===== src/source/memory_game_pkg.sv =====
`default_nettype none

package memory_game_pkg;

    typedef logic [3:0] move_t;   // One-hot when it holds a valid move.
    typedef logic [3:0] count_t;  // Move index within a round.
    typedef logic [6:0] seg_t;    // Bit 0 is segment a, bit 6 is segment g.

    localparam count_t SHORT_LAST = 4'd3;
    localparam count_t FULL_LAST  = 4'd15;

    // Idle cycles allowed in wait_move before the round is lost.
    localparam int TIMEOUT_CYCLES = 50;
    localparam int TIMER_W        = $clog2(TIMEOUT_CYCLES + 1);

    typedef logic [TIMER_W-1:0] timer_t;

    // The display shows these codes, so the encodings are fixed.
    typedef enum logic [3:0] {
        S_IDLE       = 4'd0,
        S_PREPARE    = 4'd1,
        S_WAIT_MOVE  = 4'd2,
        S_STORE_MOVE = 4'd3,
        S_COMPARE    = 4'd4,
        S_ADVANCE    = 4'd5,
        S_WON        = 4'd6,
        S_LOST       = 4'd7
    } state_t;

endpackage

`default_nettype wire

===== src/source/memory_game.sv =====
`timescale 1ns/1ns
`default_nettype none

module memory_game import memory_game_pkg::*; (
    input  wire logic clock,
    input  wire logic arst_n,
    input  wire logic start,
    input  wire logic mode,
    input  move_t     switches,
    output logic      ready,
    output logic      won_out,
    output logic      lost_out,
    output logic      timed_out,
    output move_t     leds,
    output seg_t      disp_count,
    output seg_t      disp_rom,
    output seg_t      disp_move,
    output seg_t      disp_state
);

    logic   clear;
    logic   store;
    logic   step;
    logic   timer_en;
    logic   move_seen;
    logic   match;
    logic   last;
    logic   timeout;
    count_t count;
    move_t  move;
    state_t state;

    game_datapath i_game_datapath (
        .clock     (clock),
        .arst_n    (arst_n),
        .switches  (switches),
        .mode      (mode),
        .clear     (clear),
        .store     (store),
        .step      (step),
        .timer_en  (timer_en),
        .move_seen (move_seen),
        .match     (match),
        .last      (last),
        .timeout   (timeout),
        .count     (count),
        .rom_word  (leds),     // The player sees the expected move.
        .move      (move)
    );

    game_control i_game_control (
        .clock     (clock),
        .arst_n    (arst_n),
        .start     (start),
        .move_seen (move_seen),
        .match     (match),
        .last      (last),
        .timeout   (timeout),
        .clear     (clear),
        .store     (store),
        .step      (step),
        .timer_en  (timer_en),
        .ready     (ready),
        .won_out   (won_out),
        .lost_out  (lost_out),
        .timed_out (timed_out),
        .state     (state)
    );

    hex7seg i_hex_count (.value(count), .seg(disp_count));
    hex7seg i_hex_rom   (.value(leds),  .seg(disp_rom));
    hex7seg i_hex_move  (.value(move),  .seg(disp_move));
    hex7seg i_hex_state (.value(state), .seg(disp_state));

endmodule

`default_nettype wire


===== src/source/game_control.sv =====
`timescale 1ns/1ns
`default_nettype none

module game_control import memory_game_pkg::*; (
    input  wire logic clock,
    input  wire logic arst_n,
    input  wire logic start,
    input  wire logic move_seen,
    input  wire logic match,
    input  wire logic last,
    input  wire logic timeout,
    output logic      clear,
    output logic      store,
    output logic      step,
    output logic      timer_en,
    output logic      ready,
    output logic      won_out,
    output logic      lost_out,
    output logic      timed_out,
    output state_t    state
);

    state_t next_state;

    always_ff @(posedge clock or negedge arst_n) begin
        if (!arst_n) begin
            state <= S_IDLE;
        end else begin
            state <= next_state;
        end
    end

    always_comb begin
        next_state = state;
        case (state)
            S_IDLE, S_WON, S_LOST: begin
                if (start) begin
                    next_state = S_PREPARE;
                end
            end
            S_PREPARE: next_state = S_WAIT_MOVE;
            S_WAIT_MOVE: begin
                // A move in the same cycle as the timeout still counts.
                if (move_seen) begin
                    next_state = S_STORE_MOVE;
                end else if (timeout) begin
                    next_state = S_LOST;
                end
            end
            S_STORE_MOVE: next_state = S_COMPARE;
            S_COMPARE: begin
                if (!match) begin
                    next_state = S_LOST;
                end else if (last) begin
                    next_state = S_WON;
                end else begin
                    next_state = S_ADVANCE;
                end
            end
            S_ADVANCE: next_state = S_WAIT_MOVE;
            default:   next_state = S_IDLE;
        endcase
    end

    // Remembers that the loss came from silence rather than a wrong move.
    always_ff @(posedge clock or negedge arst_n) begin
        if (!arst_n) begin
            timed_out <= 1'b0;
        end else if (state == S_PREPARE) begin
            timed_out <= 1'b0;
        end else if (state == S_WAIT_MOVE && timeout && !move_seen) begin
            timed_out <= 1'b1;
        end
    end

    assign clear    = (state == S_PREPARE);
    assign store    = (state == S_STORE_MOVE);
    assign step     = (state == S_ADVANCE);
    assign timer_en = (state == S_WAIT_MOVE);
    assign won_out  = (state == S_WON);
    assign lost_out = (state == S_LOST);
    assign ready    = (state == S_IDLE) || won_out || lost_out;

endmodule

`default_nettype wire


===== src/source/game_datapath.sv =====
`timescale 1ns/1ns
`default_nettype none

module game_datapath import memory_game_pkg::*; (
    input  wire logic clock,
    input  wire logic arst_n,
    input  move_t     switches,
    input  wire logic mode,
    input  wire logic clear,
    input  wire logic store,
    input  wire logic step,
    input  wire logic timer_en,
    output logic      move_seen,
    output logic      match,
    output logic      last,
    output logic      timeout,
    output count_t    count,
    output move_t     rom_word,
    output move_t     move
);

    logic   any_on;
    logic   any_on_q;
    logic   mode_q;
    timer_t timer_q;

    sequence_rom i_sequence_rom (
        .addr (count),
        .word (rom_word)
    );

    // A move starts when the switches leave the all-zero state.
    assign any_on    = |switches;
    assign move_seen = any_on & ~any_on_q;

    always_ff @(posedge clock or negedge arst_n) begin
        if (!arst_n) begin
            any_on_q <= 1'b0;
        end else begin
            any_on_q <= any_on;
        end
    end

    always_ff @(posedge clock or negedge arst_n) begin
        if (!arst_n) begin
            count  <= '0;
            move   <= '0;
            mode_q <= 1'b0;
        end else if (clear) begin
            count  <= '0;
            move   <= '0;
            mode_q <= mode; // Mode is fixed for the whole round.
        end else begin
            if (store) begin
                move <= switches;
            end
            if (step) begin
                count <= count + 4'd1;
            end
        end
    end

    // Idle cycle counter, restarted for every move.
    always_ff @(posedge clock or negedge arst_n) begin
        if (!arst_n) begin
            timer_q <= '0;
        end else if (clear || step) begin
            timer_q <= '0;
        end else if (timer_en && !timeout) begin
            timer_q <= timer_q + timer_t'(1);
        end
    end

    assign timeout = (timer_q == timer_t'(TIMEOUT_CYCLES));
    assign match   = (move == rom_word);
    assign last    = (count == (mode_q ? FULL_LAST : SHORT_LAST));

endmodule

`default_nettype wire


===== src/source/sequence_rom.sv =====
`timescale 1ns/1ns
`default_nettype none

module sequence_rom import memory_game_pkg::*; (
    input  count_t addr,
    output move_t  word
);

    // Each group of four entries walks the switches, rotated by one more
    // position than the group before it.
    always_comb begin
        case (addr)
            4'd0:    word = 4'b0001;
            4'd1:    word = 4'b0010;
            4'd2:    word = 4'b0100;
            4'd3:    word = 4'b1000;
            4'd4:    word = 4'b0010;
            4'd5:    word = 4'b0100;
            4'd6:    word = 4'b1000;
            4'd7:    word = 4'b0001;
            4'd8:    word = 4'b0100;
            4'd9:    word = 4'b1000;
            4'd10:   word = 4'b0001;
            4'd11:   word = 4'b0010;
            4'd12:   word = 4'b1000;
            4'd13:   word = 4'b0001;
            4'd14:   word = 4'b0010;
            default: word = 4'b0100;
        endcase
    end

endmodule

`default_nettype wire


===== src/source/hex7seg.sv =====
`timescale 1ns/1ns
`default_nettype none

module hex7seg import memory_game_pkg::*; (
    input  wire logic [3:0] value,
    output seg_t            seg
);

    // Segments are active high with g in bit 6 down to a in bit 0.
    always_comb begin
        case (value)
            4'h0:    seg = 7'b0111111;
            4'h1:    seg = 7'b0000110;
            4'h2:    seg = 7'b1011011;
            4'h3:    seg = 7'b1001111;
            4'h4:    seg = 7'b1100110;
            4'h5:    seg = 7'b1101101;
            4'h6:    seg = 7'b1111101;
            4'h7:    seg = 7'b0000111;
            4'h8:    seg = 7'b1111111;
            4'h9:    seg = 7'b1101111;
            4'ha:    seg = 7'b1110111;
            4'hb:    seg = 7'b1111100; // Lower case b.
            4'hc:    seg = 7'b0111001;
            4'hd:    seg = 7'b1011110; // Lower case d.
            4'he:    seg = 7'b1111001;
            default: seg = 7'b1110001;
        endcase
    end

endmodule

`default_nettype wire


===== config.mk =====
export PLATFORM = sky130hd
export DESIGN_NAME = memory_game
export DESIGN_NICKNAME = d
export VERILOG_FILES = /design/src/source/memory_game_pkg.sv /design/src/source/memory_game.sv /design/src/source/game_control.sv /design/src/source/game_datapath.sv /design/src/source/sequence_rom.sv /design/src/source/hex7seg.sv
export SDC_FILE = /design/constraint.sdc
export NUM_CORES = 1
export LEC_CHECK = 0
export ABC_AREA = 1
export ABC_CLOCK_PERIOD_IN_PS = 2900
export BUFFER_PORTS_ARGS = -buffer_cell sky130_fd_sc_hd__buf_4
export CORE_MARGIN = 2
export CORE_UTILIZATION = 40
export DETAILED_ROUTE_END_ITERATION = 8
export PLACE_DENSITY_LB_ADDON = 0.2
export SYNTH_ARGS = -nofsm -noshare
export SYNTH_HDL_FRONTEND = slang
export SYNTH_SLANG_ARGS = --single-unit

===== constraint.sdc =====
create_clock -name clock -period 2.9 [get_ports clock]
set_input_delay 0.58 -clock clock [delete_from_list [all_inputs] [get_ports clock]]
set_output_delay 0.58 -clock clock [all_outputs]
set_load 0.1 [all_outputs]

==> results_dict.tcl <==
set metrics [dict create \
    outcome "completed" \
    yosys.cell_count.top_type "nand2_1" \
    synth-edff-count 0 \
    min_period_over_period 0.9972 \
    slew_violations 0 \
    detailedRoute.firstIterationViolations 96 \
    max_cap_viol_count 0 \
    most_prevalent_standard_cell_on_the_critical_path "nand2_4" \
    regToRegSetupSlack_ps 850 \
    place_inst 412 \
    grt.total_usage 0.1761 \
    fill_cells 460 \
    grt-ovfl-total 0 \
    clkSlewWorstSetupHoldPaths_ps 80 \
    synth.yosys.seq_area_share 0.2410 \
    cell_type_of_the_slowest_stage_on_the_worst_timing_path "dfrtp_2" \
    post_dp_cell_area_sq_um 2695 \
    yosysWarningCount 0 \
    post-synth-top-area-cell "dfrtp_1" \
    synth.ff_latch_count 20 \
    input_output_buffers 43 \
    ctsHoldBuffers 0 \
    die_y_um 76.06 \
    worst_path_dominant_cell_family "buffers and inverters" \
    antenna_violations_before_repair 0 \
    htree_levels 1 \
    hold_viol_final 0 \
    worstReg2RegEnd "i_game_control.state[1]" \
    path_category_of_the_worst_min_delay_check "in -> async" \
    areaGrowthSynthToFinish_pct 47.95 \
    depth_of_the_most_critical_reg_to_reg_path 15 \
    fp.dieW_um 76.06 \
    detail_route.first_pass.iterations 4 \
    cp_data_arrival_time_ps 2310 \
    number_of_routed_nets_with_antenna_violations 0 \
    start_util 0.4093 \
    rr_startpoint "i_game_datapath.count[0]" \
    cts_buffers 3 \
    synth_flop_cell "dfrtp_1" \
    post_synth_num_cell_types 34 \
    post-place-ws_ps 12.67 \
    timing.clock.skew_ps 7.122 \
    placeableCoreArea_sq_um 5075 \
    tritoncts_num_sinks 20 \
    gpl.final_weighted_congestion 0.8214 \
    finalHoldWorstSlack_ps 181.4 \
    boundaryPins 44 \
    avgSynthCellArea_sq_um 6.923 \
    design_area_sq_um 3073 \
    drive_above_1_share 0.3883 \
    max_freq_mhz 345.8 \
    crit_path_start_kind "flip-flop" \
    worst-setup-path-type "reg -> out" \
    critical_path.endpoint_type "primary output" \
    nets 394 \
    critical_path.n_buffers_inverters 4 \
    syn_area_sq_um 2077 \
    timing.critical_path.from "i_game_datapath.count[0]" \
    post-dp-hpwl_mm 3.810 \
    crit_path_max_incr_delay_ps 470 \
    clockBufferDepth 2 \
    finalWirelength_mm 5.261 \
    syn_inst 300 \
    synth_area_leaders "dfrtp_1 (24%), ha_1 (16%), nand2_1 (13%), inv_1 (7.4%), o21ai_0 (6.5%)" \
    unrepaired_setup_endpoints_after_global_routing "yes" \
    post-route-min-period_ps 2892 \
    cts_tree "built" \
    critical_path_required_ps 2320 \
    post_route_drc_violation_count 0 \
    avgViaCountPerCell 4.900 \
    detail_route.wl_per_cell_um 12.29 \
    first_pass_grt_wire_length_mm 8.776 \
    relSlewSlack 0.7296 \
    vias 2097 \
    postSynth.asyncResetShare 1.000 \
    crit_fanout 4 \
    synth_top_area_share 0.2410 \
    tightest_slew_ps 405.6 \
    postSynthNetCount 335 \
    row_count 26 \
    groute.layer.met2.usage 0.3036 \
    synth_commonest_cells "nand2_1 (74), inv_1 (41), ha_1 (27), o21ai_0 (27), nor2_1 (24)" \
    final-instance-count-excl-fill 428 \
    vias_in_the_first_global_route 1917 \
    clockRootBuffer "clkbuf_8" \
    clk-insertion-delay-late_ps 260 \
    setup_ws_ps 8.111 \
    grt_util_met3 0.01422 \
    pin_count_of_the_biggest_net_entering_global_routing 21 \
    grt-busiest-layer "met2" \
    finalSetupViolations 0 \
    global_route.usage.met1 0.2397 \
    dieArea_sq_um 5785 \
    path_cells "inv_4 -> ha_4 -> inv_4 -> nand2_4 -> nand2_4 -> nand2_4 -> nand2_4 -> clkinvlp_4 -> ha_4 -> nand2_4 -> nand2_4 -> a21oi_4 -> a31oi_4 -> buf_12" \
    insertedDiodeCount 0 \
]
==> logic make-up after synthesis <==
logic type	Yosys count	synth area share
buf+inv	54	0.1211
fa+ha+maj	27	0.1626
simple gates	141	0.3211
flops	20	0.2410
compound gates	57	0.1500
xor+xnor	1	0.004218
==> registers in the layout, indices dropped and copies added (netlist names) <==
register                  flops
i_game_datapath.timer_q       6
i_game_datapath.count         4
i_game_datapath.move          4
i_game_datapath.any_on_q      1
i_game_datapath.mode_q        1
i_game_control.state          3
i_game_control.timed_out      1
==> through the flow <==
stage / TNS, ps / utilization
floorplan: -2198 / -
global placement: 0 / 0.5311
detailed placement: 0 / 0.5311
CTS: 0 / 0.5715
global route: -419.7 / 0.6055
finish: 0 / 0.6055
==> layout by cell type (no fill, tap or decap), types with 4 or more instances in the layout <==
cell / netlist / final
ha_1: 27 / 19
o22ai_1: 4 / 4
nand2_1: 74 / 60
nand2_4: 5 / 15
o21ai_1: 0 / 6
inv_4: 0 / 6
dfrtp_1: 20 / 17
buf_12: 1 / 4
nand2_2: 2 / 5
ha_4: 0 / 7
a21oi_1: 15 / 11
buf_4: 1 / 56
inv_1: 41 / 31
o21ai_0: 27 / 17
nand3_1: 20 / 19
nor2_1: 24 / 22
==> worst max path at each step <==
stage	to	slack (ps)	cells past startpoint
6_report	disp_rom[3]	8	14
5_1_grt	disp_rom[1]	-120	13
4_1_cts	disp_rom[3]	0.02	11
3_5_place_dp	disp_rom[3]	10	14
3_3_place_gp	disp_rom[3]	70	14
2_1_floorplan	disp_rom[3]	-550	9
==> worst register-to-register path: cells and delay by family (launching register included) <==
family / cells / cell delay [ps]
flip-flops: 1 / 480
AND/OR/NAND/NOR: 11 / 830
buffers and inverters: 3 / 460
adder cells (fa/ha/maj): 1 / 160
==> cell type report <==
class / instances / area (sq um) / share of cell area
Clock buffer: 3 / 41.29 / 0.01344
Inverter: 45 / 200.2 / 0.06515
Multi-Input combinational cell: 226 / 1672 / 0.5440
Timing Repair Buffer: 63 / 538.0 / 0.1751
Clock inverter: 1 / 30.03 / 0.009772
Sequential cell: 20 / 504.2 / 0.1641
Tap cell: 70 / 87.58 / 0.02850
==> timing repair <==
item	4_1_cts	5_1_grt
gates resized for setup	19	32
setup buffers	8	4
pin swaps	7	9
endpoints found under the setup margin	7	7
==> per-layer routing <==
metal | routed length [um] | vias to the layer above
met5 | 0 | -
met2 | 2518 | 45
met3 | 175 | 8
met1 | 2465 | 960
li1 | - | 1084
met4 | 102 | 0
Power is left out: the tool's default activity adds up to more than one toggle a clock period on the data nets, which glitch-free logic cannot reach.
